$ cat config.mk
export PLATFORM = sky130hd
export DESIGN_NAME = dcache_top
export DESIGN_NICKNAME = d
export VERILOG_FILES = /design/src/verilog/dcache_pkg.sv /design/src/verilog/dcache_mem.sv /design/src/verilog/dcache_load_ctrl.sv /design/src/verilog/dcache_wbuffer.sv /design/src/verilog/dcache_missunit.sv /design/src/verilog/dcache_top.sv
export VERILOG_INCLUDE_DIRS = /design/src /design/src/include
export SDC_FILE = /design/constraint.sdc
export NUM_CORES = 1
export LEC_CHECK = 0
export BUFFER_PORTS_ARGS = -buffer_cell sky130_fd_sc_hd__buf_2
export CAP_MARGIN = 20
export CORE_ASPECT_RATIO = 1.1
export CORE_UTILIZATION = 30
export CTS_CLUSTER_SIZE = 25
export DETAILED_ROUTE_END_ITERATION = 7
export GPL_ROUTABILITY_DRIVEN = 0
export PLACE_DENSITY = 0.44
export RECOVER_POWER = 50
export SKIP_CTS_REPAIR_TIMING = 1
export SKIP_LAST_GASP = 1
export SLEW_MARGIN = 20
export SYNTH_ARGS = -nofsm -noshare
export SYNTH_HDL_FRONTEND = slang
export SYNTH_HIERARCHICAL = 1
export SYNTH_SLANG_ARGS = --single-unit
export TNS_END_PERCENT = 1
$ cat constraint.sdc
create_clock -name clk_i -period 5 [get_ports clk_i]
set_input_delay 1 -clock clk_i [delete_from_list [all_inputs] [get_ports clk_i]]
set_output_delay 1 -clock clk_i [all_outputs]
set_load 0.005 [all_outputs]
$ cat src/include/dcache_defines.svh
////////////////////////////////////////////////////////////////////////////
// widths, line count and write buffer depth for the data cache
////////////////////////////////////////////////////////////////////////////

`ifndef DCACHE_DEFINES_SVH
`define DCACHE_DEFINES_SVH

// core side
`define DCACHE_ADDR_W 32
`define DCACHE_DATA_W 32
`define DCACHE_BE_W 4

// direct-mapped, one word per line
`define DCACHE_LINES 16
`define DCACHE_IDX_W 4
// address minus index and the two byte offset bits
`define DCACHE_TAG_W 26

// store buffer
`define DCACHE_WBUF_DEPTH 4
`define DCACHE_WBUF_PTR_W 2

`endif

$ cat src/verilog/dcache_pkg.sv
////////////////////////////////////////////////////////////////////////////
// shared packed struct types for the data cache
// load and store requests, memory commands and the cache write ports
////////////////////////////////////////////////////////////////////////////

`include "dcache_defines.svh"

package dcache_pkg;

  typedef struct packed {
    logic                      valid;
    logic [`DCACHE_ADDR_W-1:0] addr;
  } load_req_t;

  // also the write buffer entry
  typedef struct packed {
    logic [`DCACHE_ADDR_W-1:0] addr;
    logic [`DCACHE_DATA_W-1:0] data;
    logic [`DCACHE_BE_W-1:0]   be;
  } store_req_t;

  typedef struct packed {
    logic                      we;
    logic [`DCACHE_ADDR_W-1:0] addr;
    logic [`DCACHE_DATA_W-1:0] data;
    logic [`DCACHE_BE_W-1:0]   be;
  } mem_req_t;

  // line fill from the miss unit
  typedef struct packed {
    logic                      valid;
    logic [`DCACHE_IDX_W-1:0]  idx;
    logic [`DCACHE_TAG_W-1:0]  tag;
    logic [`DCACHE_DATA_W-1:0] data;
  } refill_t;

  // store hit update
  typedef struct packed {
    logic                      valid;
    logic [`DCACHE_IDX_W-1:0]  idx;
    logic [`DCACHE_DATA_W-1:0] data;
    logic [`DCACHE_BE_W-1:0]   be;
  } word_wr_t;

endpackage

$ cat src/verilog/dcache_mem.sv
////////////////////////////////////////////////////////////////////////////
// direct-mapped tag, valid and data arrays
// load and store hit lookup, refill and byte-enabled word writes
////////////////////////////////////////////////////////////////////////////

`include "dcache_defines.svh"

module dcache_mem (
  input  logic                      clk_i,
  input  logic                      arst_n_i,
  input  logic                      enable_i,
  input  logic [`DCACHE_ADDR_W-1:0] ld_addr_i,
  input  logic [`DCACHE_ADDR_W-1:0] st_addr_i,
  input  dcache_pkg::refill_t       refill_i,
  input  dcache_pkg::word_wr_t      word_wr_i,
  input  logic                      flush_inv_i,
  output logic                      ld_hit_o,
  output logic [`DCACHE_DATA_W-1:0] ld_data_o,
  output logic                      st_hit_o
);

  logic [`DCACHE_LINES-1:0]  valid_q;
  logic [`DCACHE_TAG_W-1:0]  tag_q  [`DCACHE_LINES];
  logic [`DCACHE_DATA_W-1:0] data_q [`DCACHE_LINES];
  logic [`DCACHE_IDX_W-1:0]  ld_idx;
  logic [`DCACHE_IDX_W-1:0]  st_idx;
  logic [`DCACHE_TAG_W-1:0]  ld_tag;
  logic [`DCACHE_TAG_W-1:0]  st_tag;
  logic                      refill_we;

  assign ld_idx = ld_addr_i[`DCACHE_IDX_W+1:2];
  assign ld_tag = ld_addr_i[`DCACHE_ADDR_W-1:`DCACHE_IDX_W+2];
  assign st_idx = st_addr_i[`DCACHE_IDX_W+1:2];
  assign st_tag = st_addr_i[`DCACHE_ADDR_W-1:`DCACHE_IDX_W+2];

  // disabled cache never hits and never fills
  assign ld_hit_o  = enable_i & valid_q[ld_idx] & (tag_q[ld_idx] == ld_tag);
  assign st_hit_o  = enable_i & valid_q[st_idx] & (tag_q[st_idx] == st_tag);
  assign ld_data_o = data_q[ld_idx];

  assign refill_we = refill_i.valid & enable_i;

  always_ff @(posedge clk_i or negedge arst_n_i) begin
    if (!arst_n_i) begin
      valid_q <= '0;
    end else if (flush_inv_i) begin
      valid_q <= '0;
    end else if (refill_we) begin
      valid_q[refill_i.idx] <= 1'b1;
    end
  end

  // refill wins over a store update
  always_ff @(posedge clk_i) begin
    if (refill_we) begin
      tag_q[refill_i.idx]  <= refill_i.tag;
      data_q[refill_i.idx] <= refill_i.data;
    end else if (word_wr_i.valid) begin
      for (int b = 0; b < `DCACHE_BE_W; b++) begin
        if (word_wr_i.be[b]) begin
          data_q[word_wr_i.idx][8*b +: 8] <= word_wr_i.data[8*b +: 8];
        end
      end
    end
  end

endmodule

$ cat src/verilog/dcache_load_ctrl.sv
////////////////////////////////////////////////////////////////////////////
// load port FSM
// grants loads, answers hits one cycle later, hands misses on
////////////////////////////////////////////////////////////////////////////

`include "dcache_defines.svh"

module dcache_load_ctrl (
  input  logic                      clk_i,
  input  logic                      arst_n_i,
  input  dcache_pkg::load_req_t     ld_req_i,
  input  logic                      ld_hit_i,
  input  logic [`DCACHE_DATA_W-1:0] ld_data_i,
  input  logic                      miss_done_i,
  input  logic [`DCACHE_DATA_W-1:0] miss_data_i,
  output logic                      ld_gnt_o,
  output logic                      ld_rvalid_o,
  output logic [`DCACHE_DATA_W-1:0] ld_rdata_o,
  output logic                      miss_o,
  output logic                      miss_req_o,
  output logic [`DCACHE_ADDR_W-1:0] miss_addr_o,
  output logic                      ld_busy_o
);

  typedef enum logic [1:0] {LD_IDLE, LD_RESP, LD_MISS} ld_state_e;

  ld_state_e                 state_q;
  ld_state_e                 state_d;
  logic [`DCACHE_ADDR_W-1:0] addr_q;
  logic [`DCACHE_DATA_W-1:0] data_q;
  logic                      grant;

  // one load in flight, so only grant from idle
  assign grant       = (state_q == LD_IDLE) & ld_req_i.valid;
  assign ld_gnt_o    = grant;
  assign miss_o      = grant & ~ld_hit_i;
  assign ld_rvalid_o = (state_q == LD_RESP);
  assign ld_rdata_o  = data_q;
  assign miss_req_o  = (state_q == LD_MISS);
  assign miss_addr_o = addr_q;
  assign ld_busy_o   = (state_q != LD_IDLE);

  always_comb begin
    state_d = state_q;
    case (state_q)
      LD_IDLE: begin
        if (grant) begin
          state_d = ld_hit_i ? LD_RESP : LD_MISS;
        end
      end
      LD_RESP: state_d = LD_IDLE;
      LD_MISS: begin
        if (miss_done_i) begin
          state_d = LD_RESP;
        end
      end
      default: state_d = LD_IDLE;
    endcase
  end

  always_ff @(posedge clk_i or negedge arst_n_i) begin
    if (!arst_n_i) begin
      state_q <= LD_IDLE;
    end else begin
      state_q <= state_d;
    end
  end

  // hit data at grant, refill word at miss completion
  always_ff @(posedge clk_i) begin
    if (grant) begin
      addr_q <= ld_req_i.addr;
      data_q <= ld_data_i;
    end else if (miss_done_i) begin
      data_q <= miss_data_i;
    end
  end

endmodule

$ cat src/verilog/dcache_wbuffer.sv
////////////////////////////////////////////////////////////////////////////
// store FIFO in front of the memory port
// issues the byte-enabled cache update on a store hit
////////////////////////////////////////////////////////////////////////////

`include "dcache_defines.svh"

module dcache_wbuffer (
  input  logic                      clk_i,
  input  logic                      arst_n_i,
  input  logic                      st_valid_i,
  input  dcache_pkg::store_req_t    st_req_i,
  input  logic                      st_hit_i,
  input  logic                      rd_open_i,
  input  logic                      wbuf_pop_i,
  output logic                      st_gnt_o,
  output logic [`DCACHE_ADDR_W-1:0] st_addr_o,
  output dcache_pkg::word_wr_t      word_wr_o,
  output logic                      wbuf_valid_o,
  output dcache_pkg::store_req_t    wbuf_head_o,
  output logic                      empty_o
);

  dcache_pkg::store_req_t         fifo_q [`DCACHE_WBUF_DEPTH];
  logic [`DCACHE_WBUF_PTR_W-1:0]  wr_ptr_q;
  logic [`DCACHE_WBUF_PTR_W-1:0]  rd_ptr_q;
  logic [`DCACHE_WBUF_PTR_W:0]    count_q;
  logic                           full;

  assign full    = (count_q == (`DCACHE_WBUF_PTR_W+1)'(`DCACHE_WBUF_DEPTH));
  assign empty_o = (count_q == '0);

  // no new store while a refill read is open
  assign st_gnt_o  = st_valid_i & ~full & ~rd_open_i;
  assign st_addr_o = st_req_i.addr;

  // store hit update, written at the grant edge
  assign word_wr_o.valid = st_gnt_o & st_hit_i;
  assign word_wr_o.idx   = st_req_i.addr[`DCACHE_IDX_W+1:2];
  assign word_wr_o.data  = st_req_i.data;
  assign word_wr_o.be    = st_req_i.be;

  assign wbuf_valid_o = ~empty_o;
  assign wbuf_head_o  = fifo_q[rd_ptr_q];

  always_ff @(posedge clk_i or negedge arst_n_i) begin
    if (!arst_n_i) begin
      wr_ptr_q <= '0;
      rd_ptr_q <= '0;
      count_q  <= '0;
    end else begin
      if (st_gnt_o) begin
        wr_ptr_q <= wr_ptr_q + 1'b1;
      end
      if (wbuf_pop_i) begin
        rd_ptr_q <= rd_ptr_q + 1'b1;
      end
      case ({st_gnt_o, wbuf_pop_i})
        2'b10:   count_q <= count_q + 1'b1;
        2'b01:   count_q <= count_q - 1'b1;
        default: count_q <= count_q;
      endcase
    end
  end

  always_ff @(posedge clk_i) begin
    if (st_gnt_o) begin
      fifo_q[wr_ptr_q] <= st_req_i;
    end
  end

endmodule

$ cat src/verilog/dcache_missunit.sv
////////////////////////////////////////////////////////////////////////////
// memory port FSM
// drains the write buffer, serves load misses and sequences the flush
////////////////////////////////////////////////////////////////////////////

`include "dcache_defines.svh"

module dcache_missunit (
  input  logic                      clk_i,
  input  logic                      arst_n_i,
  input  logic                      flush_i,
  input  logic                      miss_req_i,
  input  logic [`DCACHE_ADDR_W-1:0] miss_addr_i,
  input  logic                      ld_busy_i,
  input  logic                      wbuf_valid_i,
  input  dcache_pkg::store_req_t    wbuf_head_i,
  input  logic                      wbuf_empty_i,
  input  logic                      mem_ack_i,
  input  logic                      mem_rvalid_i,
  input  logic [`DCACHE_DATA_W-1:0] mem_rdata_i,
  output logic                      flush_ack_o,
  output logic                      busy_o,
  output logic                      miss_done_o,
  output logic [`DCACHE_DATA_W-1:0] miss_data_o,
  output dcache_pkg::refill_t       refill_o,
  output logic                      flush_inv_o,
  output logic                      wbuf_pop_o,
  output logic                      rd_open_o,
  output logic                      mem_req_o,
  output dcache_pkg::mem_req_t      mem_o
);

  typedef enum logic [2:0] {MU_IDLE, MU_WRITE, MU_RD_REQ, MU_RD_WAIT, MU_FLUSH} mu_state_e;

  mu_state_e state_q;
  mu_state_e state_d;
  logic      go_read;
  logic      go_flush;

  // reads and flushes only start with the buffer drained
  assign go_read  = (state_q == MU_IDLE) & wbuf_empty_i & miss_req_i;
  assign go_flush = (state_q == MU_IDLE) & wbuf_empty_i & ~ld_busy_i & flush_i;

  // also high in the launch cycle so no store slips in behind the read
  assign rd_open_o = go_read | (state_q == MU_RD_REQ) | (state_q == MU_RD_WAIT);

  assign mem_req_o   = (state_q == MU_WRITE) | (state_q == MU_RD_REQ);
  assign wbuf_pop_o  = (state_q == MU_WRITE) & mem_ack_i;
  assign miss_done_o = (state_q == MU_RD_WAIT) & mem_rvalid_i;
  assign miss_data_o = mem_rdata_i;
  assign flush_ack_o = (state_q == MU_FLUSH);
  assign flush_inv_o = (state_q == MU_FLUSH);
  assign busy_o      = ~wbuf_empty_i | ld_busy_i | (state_q != MU_IDLE);

  // fill the missed line as the word returns
  assign refill_o.valid = miss_done_o;
  assign refill_o.idx   = miss_addr_i[`DCACHE_IDX_W+1:2];
  assign refill_o.tag   = miss_addr_i[`DCACHE_ADDR_W-1:`DCACHE_IDX_W+2];
  assign refill_o.data  = mem_rdata_i;

  always_comb begin
    mem_o = '0;
    if (state_q == MU_WRITE) begin
      mem_o.we   = 1'b1;
      mem_o.addr = wbuf_head_i.addr;
      mem_o.data = wbuf_head_i.data;
      mem_o.be   = wbuf_head_i.be;
    end else if (state_q == MU_RD_REQ) begin
      mem_o.addr = miss_addr_i;
      mem_o.be   = '1;
    end
  end

  always_comb begin
    state_d = state_q;
    case (state_q)
      MU_IDLE: begin
        // buffered stores go first
        if (wbuf_valid_i) begin
          state_d = MU_WRITE;
        end else if (go_read) begin
          state_d = MU_RD_REQ;
        end else if (go_flush) begin
          state_d = MU_FLUSH;
        end
      end
      MU_WRITE:   if (mem_ack_i) state_d = MU_IDLE;
      MU_RD_REQ:  if (mem_ack_i) state_d = MU_RD_WAIT;
      MU_RD_WAIT: if (mem_rvalid_i) state_d = MU_IDLE;
      MU_FLUSH:   state_d = MU_IDLE;
      default:    state_d = MU_IDLE;
    endcase
  end

  always_ff @(posedge clk_i or negedge arst_n_i) begin
    if (!arst_n_i) begin
      state_q <= MU_IDLE;
    end else begin
      state_q <= state_d;
    end
  end

endmodule

$ cat src/verilog/dcache_top.sv
////////////////////////////////////////////////////////////////////////////
// write-through data cache top level
// connects the arrays, load controller, write buffer and miss unit
////////////////////////////////////////////////////////////////////////////

`include "dcache_defines.svh"

module dcache_top (
  input  logic                      clk_i,
  input  logic                      arst_n_i,
  input  logic                      enable_i,
  input  logic                      flush_i,
  output logic                      flush_ack_o,
  output logic                      busy_o,
  output logic                      miss_o,
  output logic                      wbuffer_empty_o,
  input  dcache_pkg::load_req_t     ld_req_i,
  output logic                      ld_gnt_o,
  output logic                      ld_rvalid_o,
  output logic [`DCACHE_DATA_W-1:0] ld_rdata_o,
  input  logic                      st_valid_i,
  input  dcache_pkg::store_req_t    st_req_i,
  output logic                      st_gnt_o,
  output logic                      mem_req_o,
  output dcache_pkg::mem_req_t      mem_o,
  input  logic                      mem_ack_i,
  input  logic                      mem_rvalid_i,
  input  logic [`DCACHE_DATA_W-1:0] mem_rdata_i
);

  // lookups
  logic                      ld_hit;
  logic [`DCACHE_DATA_W-1:0] ld_data;
  logic                      st_hit;
  logic [`DCACHE_ADDR_W-1:0] st_addr;

  // cache writes
  dcache_pkg::word_wr_t      word_wr;
  dcache_pkg::refill_t       refill;
  logic                      flush_inv;

  // load controller <-> miss unit
  logic                      miss_req;
  logic [`DCACHE_ADDR_W-1:0] miss_addr;
  logic                      miss_done;
  logic [`DCACHE_DATA_W-1:0] miss_data;
  logic                      ld_busy;

  // write buffer <-> miss unit
  logic                      wbuf_valid;
  dcache_pkg::store_req_t    wbuf_head;
  logic                      wbuf_pop;
  logic                      rd_open;

  ////////////////////////////////////////////////////////////////////////////
  // tag, valid and data arrays
  ////////////////////////////////////////////////////////////////////////////

  dcache_mem i_dcache_mem (
    .clk_i       (clk_i),
    .arst_n_i    (arst_n_i),
    .enable_i    (enable_i),
    .ld_addr_i   (ld_req_i.addr),
    .st_addr_i   (st_addr),
    .refill_i    (refill),
    .word_wr_i   (word_wr),
    .flush_inv_i (flush_inv),
    .ld_hit_o    (ld_hit),
    .ld_data_o   (ld_data),
    .st_hit_o    (st_hit)
  );

  dcache_load_ctrl i_dcache_load_ctrl (
    .clk_i       (clk_i),
    .arst_n_i    (arst_n_i),
    .ld_req_i    (ld_req_i),
    .ld_hit_i    (ld_hit),
    .ld_data_i   (ld_data),
    .miss_done_i (miss_done),
    .miss_data_i (miss_data),
    .ld_gnt_o    (ld_gnt_o),
    .ld_rvalid_o (ld_rvalid_o),
    .ld_rdata_o  (ld_rdata_o),
    .miss_o      (miss_o),
    .miss_req_o  (miss_req),
    .miss_addr_o (miss_addr),
    .ld_busy_o   (ld_busy)
  );

  // store side, producer into the buffer
  dcache_wbuffer i_dcache_wbuffer (
    .clk_i        (clk_i),
    .arst_n_i     (arst_n_i),
    .st_valid_i   (st_valid_i),
    .st_req_i     (st_req_i),
    .st_hit_i     (st_hit),
    .rd_open_i    (rd_open),
    .wbuf_pop_i   (wbuf_pop),
    .st_gnt_o     (st_gnt_o),
    .st_addr_o    (st_addr),
    .word_wr_o    (word_wr),
    .wbuf_valid_o (wbuf_valid),
    .wbuf_head_o  (wbuf_head),
    .empty_o      (wbuffer_empty_o)
  );

  // memory port owner, consumer of the buffer
  dcache_missunit i_dcache_missunit (
    .clk_i        (clk_i),
    .arst_n_i     (arst_n_i),
    .flush_i      (flush_i),
    .miss_req_i   (miss_req),
    .miss_addr_i  (miss_addr),
    .ld_busy_i    (ld_busy),
    .wbuf_valid_i (wbuf_valid),
    .wbuf_head_i  (wbuf_head),
    .wbuf_empty_i (wbuffer_empty_o),
    .mem_ack_i    (mem_ack_i),
    .mem_rvalid_i (mem_rvalid_i),
    .mem_rdata_i  (mem_rdata_i),
    .flush_ack_o  (flush_ack_o),
    .busy_o       (busy_o),
    .miss_done_o  (miss_done),
    .miss_data_o  (miss_data),
    .refill_o     (refill),
    .flush_inv_o  (flush_inv),
    .wbuf_pop_o   (wbuf_pop),
    .rd_open_o    (rd_open),
    .mem_req_o    (mem_req_o),
    .mem_o        (mem_o)
  );

endmodule

==> report_table.html <==
<table>
<tr><th>Metric</th><th>Value</th></tr>
<tr><th colspan="2">Status</th></tr>
<tr><td>Outcome</td><td>complete, but fails checks</td></tr>
<tr><td>Failing checks</td><td>max-capacitance violations, max-slew violations, negative setup slack</td></tr>
<tr><th colspan="2">Routing</th></tr>
<tr><td>Met2 Routed Length</td><td>roughly 100,000 um</td></tr>
<tr><td>DR pass1 iterations</td><td>7</td></tr>
<tr><td>Routed met1 length</td><td>between 70,000 and 80,000 um</td></tr>
<tr><td>Via density</td><td>5.19</td></tr>
<tr><td>Aggregate routed wire length</td><td>186,000 um</td></tr>
<tr><td>Drt wl/cell</td><td>31.9 um</td></tr>
<tr><td>Top Metal Used</td><td>met5</td></tr>
<tr><td>DRC violation total after the first TritonRoute iteration</td><td>between 2,000 and 2,500</td></tr>
<tr><td>Number of antenna-violating nets in the routed design</td><td>0</td></tr>
<tr><td>DR vias</td><td>30,371</td></tr>
<tr><td>Met3 layer wire length in the routed design</td><td>between 9000 and 10,000 um</td></tr>
<tr><td>DRC Markers</td><td>0</td></tr>
<tr><th colspan="2">Power and ir drop</th></tr>
<tr><td>Power density cells</td><td>423 nW/um2</td></tr>
<tr><td>Largest vdd supply drop</td><td>0.000360 V</td></tr>
<tr><td>LEAKAGE</td><td>between 0.02 and 0.025 uW</td></tr>
<tr><th colspan="2">Worst hold path</th></tr>
<tr><td>Hold path startpoint</td><td>ld_req_i[1]</td></tr>
<tr><td>End point of the most critical hold path</td><td>i_dcache_load_ctrl/miss_addr_o[1]</td></tr>
<tr><td>Hold Crit Depth</td><td>1</td></tr>
<tr><td>Class of the tightest hold or removal check</td><td>in2reg</td></tr>
<tr><th colspan="2">GRT</th></tr>
<tr><td>Global route total overflow</td><td>0</td></tr>
<tr><td>First-pass GRT wire length</td><td>around 260,000 um</td></tr>
<tr><td>GR Util All Layers</td><td>0.194</td></tr>
<tr><td>Maximum number of pins on one net before global-route repair</td><td>slightly below 100</td></tr>
<tr><td>Antenna violations before repair</td><td>13</td></tr>
<tr><td>Number of global-route vias before repair</td><td>roughly 32,000</td></tr>
<tr><th colspan="2">STA</th></tr>
<tr><td>Normalized max-slew margin</td><td>-0.999</td></tr>
<tr><td>Final critical-path share of the clock period</td><td>1.01</td></tr>
<tr><td>Fin crit period</td><td>just over 5 ns</td></tr>
<tr><td>Worst-margin pin slew</td><td>about 3.0 ns</td></tr>
<tr><td>Clk_skew</td><td>approximately 0.057 ns</td></tr>
<tr><td>Min Hold Slack</td><td>0.373 ns</td></tr>
<tr><td>Setup Viol. Count Final</td><td>1</td></tr>
<tr><td>Final hold viol count</td><td>0</td></tr>
<tr><td>Setup repair after global routing missed its margin</td><td>true</td></tr>
<tr><td>Post-route setup slack</td><td>-0.0699 ns</td></tr>
<tr><td>Number of pins with negative max-slew slack in the final report</td><td>between 150 and 200</td></tr>
<tr><td>Peak clock frequency supported by timing</td><td>197 MHz</td></tr>
<tr><th colspan="2">Placement</th></tr>
<tr><td>Pre-CTS setup slack</td><td>-0.820 ns</td></tr>
<tr><td>DPL Wire Length</td><td>around 130,000 um</td></tr>
<tr><td>Buffers added on ports</td><td>roughly 250</td></tr>
<tr><td>Area after DPL</td><td>61,500 um2</td></tr>
<tr><td>Cell count after placement</td><td>5,575</td></tr>
<tr><th colspan="2">Setup path</th></tr>
<tr><td>Arrival time at the worst endpoint</td><td>slightly above 4 ns</td></tr>
<tr><td>Cell depth of the worst flop-to-flop path</td><td>15</td></tr>
<tr><td>Crit path max fanout</td><td>10</td></tr>
<tr><td>Most frequent cell on the critical path</td><td>sky130_fd_sc_hd__buf_4</td></tr>
<tr><td>Type of element launching the critical path</td><td>primary input</td></tr>
<tr><td>Reg-to-reg setup timing slack</td><td>roughly 0.23 ns</td></tr>
<tr><td>R2r endpoint</td><td>i_dcache_mem/data_q[2][25]</td></tr>
<tr><td>Category of cells accounting for the largest share of critical-path delay</td><td>buffers and inverters</td></tr>
<tr><td>Worst EP required</td><td>roughly 4 ns</td></tr>
<tr><td>Crit path cell chain</td><td>buf_16, buf_12, buf_4, buf_4, mux4_2, a32oi_1, a41oi_1, nand4b_1, nor4_4, buf_6, nor3b_1, buf_2</td></tr>
<tr><td>WP buf/inv</td><td>6</td></tr>
<tr><td>Crit. End Element</td><td>output pin</td></tr>
<tr><td>Critical Path Max Stage Delay</td><td>0.63 ns</td></tr>
<tr><td>Critical Setup Path Class</td><td>in2out</td></tr>
<tr><td>Startpoint of the worst register-to-register path</td><td>i_dcache_mem/tag_q[4][1]</td></tr>
<tr><td>Critical-path cell with the highest stage delay</td><td>sky130_fd_sc_hd__mux4_2</td></tr>
<tr><th colspan="2">CTS</th></tr>
<tr><td>Root buf cell</td><td>sky130_fd_sc_hd__clkbuf_16</td></tr>
<tr><td>Clock Tree Buf Depth</td><td>3</td></tr>
<tr><td>Clock H-tree levels</td><td>4</td></tr>
<tr><td>Clk Latency, worst-skew pair</td><td>0.80 ns</td></tr>
<tr><td>TritonCTS clock tree</td><td>done</td></tr>
<tr><td>Number of buffers created by CTS</td><td>approximately 150</td></tr>
<tr><td>Clock transition time at the flip-flop clock pins of the worst setup and hold paths</td><td>about 0.060 ns</td></tr>
<tr><td>Number of clock sinks seen by CTS</td><td>1,292</td></tr>
<tr><th colspan="2">Die</th></tr>
<tr><td>IO Pins</td><td>between 200 and 250</td></tr>
<tr><td>Area enclosed by the die boundary</td><td>approximately 190,000 um2</td></tr>
<tr><td>Effective utilization at floorplan</td><td>0.303</td></tr>
<tr><td># rows</td><td>roughly 170</td></tr>
<tr><td>Die outline width</td><td>416 um</td></tr>
<tr><td>Floorplan die height</td><td>457 um</td></tr>
<tr><td>Floorplan core area</td><td>between 150,000 and 200,000 um2</td></tr>
<tr><th colspan="2">Layout</th></tr>
<tr><td>Final core occ</td><td>0.356</td></tr>
<tr><td>Share of post-route cells with drive strength above 1</td><td>0.357</td></tr>
<tr><td>Number of nets in the layout</td><td>around 3,400</td></tr>
<tr><td>Fin area</td><td>66,300 um2</td></tr>
<tr><td>Area delta synth-&gt;final</td><td>17.4%</td></tr>
<tr><td>Count of non-filler cells in the finished layout</td><td>5,848</td></tr>
<tr><th colspan="2">Yosys</th></tr>
<tr><td>Syn_area_per_cell</td><td>19.5 um2</td></tr>
<tr><td>Area of the mapped netlist</td><td>56,500 um2</td></tr>
<tr><td>Post-Syn Instances</td><td>about 2,900</td></tr>
<tr><td>Number of synthesis warnings</td><td>6</td></tr>
<tr><td>Synthesized netlist net count</td><td>approximately 3,000</td></tr>
<tr><th colspan="2">Job</th></tr>
<tr><td>Max-cap viol count</td><td>9</td></tr>
</table>
==> area by class of cell <==
type / instances / area, um2
clock buffer: 184 / 3860
timing repair buffer: 575 / 4060
inverter: 41 / 160
antenna: 3 / 7.51
fill: 17354 / 120000
clock inverter: 77 / 900
sequential: 1292 / 38700
tap: 2436 / 3050
multi-input combinational: 1240 / 15600
==> cell usage in the layout (no fill, tap or decap), types with 23 or more instances in the layout <==
master and instances:
sky130_fd_sc_hd__buf_2 134, sky130_fd_sc_hd__nand2_1 43, sky130_fd_sc_hd__buf_4 259, sky130_fd_sc_hd__and2_1 38, sky130_fd_sc_hd__mux2_2 73, sky130_fd_sc_hd__a22o_1 41, sky130_fd_sc_hd__mux4_2 417, sky130_fd_sc_hd__xor2_1 28
sky130_fd_sc_hd__a21oi_1 28, sky130_fd_sc_hd__nor3_1 29, sky130_fd_sc_hd__clkinv_1 23, sky130_fd_sc_hd__clkbuf_16 149, sky130_fd_sc_hd__o22ai_1 23, sky130_fd_sc_hd__nor2_1 140, sky130_fd_sc_hd__xnor2_1 26, sky130_fd_sc_hd__edfxtp_1 1264
sky130_fd_sc_hd__inv_1 35, sky130_fd_sc_hd__mux2i_1 107, sky130_fd_sc_hd__buf_12 34, sky130_fd_sc_hd__dfrtp_1 26, sky130_fd_sc_hd__clkbuf_1 160
==> flip-flops by register name, summed over array words and instances, names as in the netlist, 3 cells and up <==
| name | flops |
|---|---|
| i_dcache_mem/valid_q | 16 |
| i_dcache_mem/data_q | 512 |
| i_dcache_load_ctrl/ld_rdata_o | 32 |
| i_dcache_mem/tag_q | 416 |
| i_dcache_load_ctrl/miss_addr_o | 32 |
| i_dcache_wbuffer/fifo_q | 272 |
| i_dcache_missunit/state_q | 3 |
| i_dcache_wbuffer/count_q | 3 |
==> per-layer routing <==
metal,global-route usage,up-vias
met5,0,-
met4,0.0593,2
met3,0.0279,254
met2,0.357,1134
met1,0.232,16418
li1,-,12563
==> per-stage QoR <==
step | TNS [ns] | total power, uW
after floorplan | -16.97 | 15800
after global placement | -656.87 | 17700
after detailed placement | -617.97 | 17800
after CTS | -0.390 | 28500
after global routing | -9.38 | 29000
final | -0.0699 | 28000
==> worst max path at each step <==
| stage | start | to | slack, ns | cells after the start |
|---|---|---|---|---|
| 2_1_floorplan | st_req_i[38] | i_dcache_mem/data_q[9][24] | -0.06 | 18 |
| 3_3_place_gp | st_req_i[38] | i_dcache_mem/data_q[14][30] | -0.90 | 16 |
| 3_5_place_dp | st_req_i[38] | i_dcache_mem/data_q[2][27] | -0.82 | 16 |
| 4_1_cts | ld_req_i[2] | miss_o | -0.39 | 12 |
| 5_1_grt | st_req_i[39] | i_dcache_mem/data_q[2][25] | -0.11 | 18 |
| 6_report | ld_req_i[2] | miss_o | -0.07 | 12 |
==> power breakdown <==
| group | switching, uW | internal [uW] |
|---|---|---|
| clock | 4520 | 6100 |
| sequential | 437 | 12600 |
| combinational | 2430 | 1910 |
==> worst reg2reg max path, cell delays in order (launching register included) <==
cell and delay (ns):
sky130_fd_sc_hd__edfxtp_1 0.39, sky130_fd_sc_hd__mux4_2 0.47, sky130_fd_sc_hd__mux2i_1 0.20, sky130_fd_sc_hd__o2bb2ai_1 0.12
sky130_fd_sc_hd__a2111oi_1 0.49, sky130_fd_sc_hd__a31oi_2 0.19, sky130_fd_sc_hd__or4_4 0.65, sky130_fd_sc_hd__nor4_2 0.24
sky130_fd_sc_hd__and2_2 0.25, sky130_fd_sc_hd__nand3b_1 0.15, sky130_fd_sc_hd__buf_12 0.18, sky130_fd_sc_hd__nor3b_1 0.22
sky130_fd_sc_hd__a21oi_1 0.10, sky130_fd_sc_hd__or2_2 0.47, sky130_fd_sc_hd__nor2_1 0.16, sky130_fd_sc_hd__buf_4 0.18
Note: power is estimated with default switching activity, not from simulation.
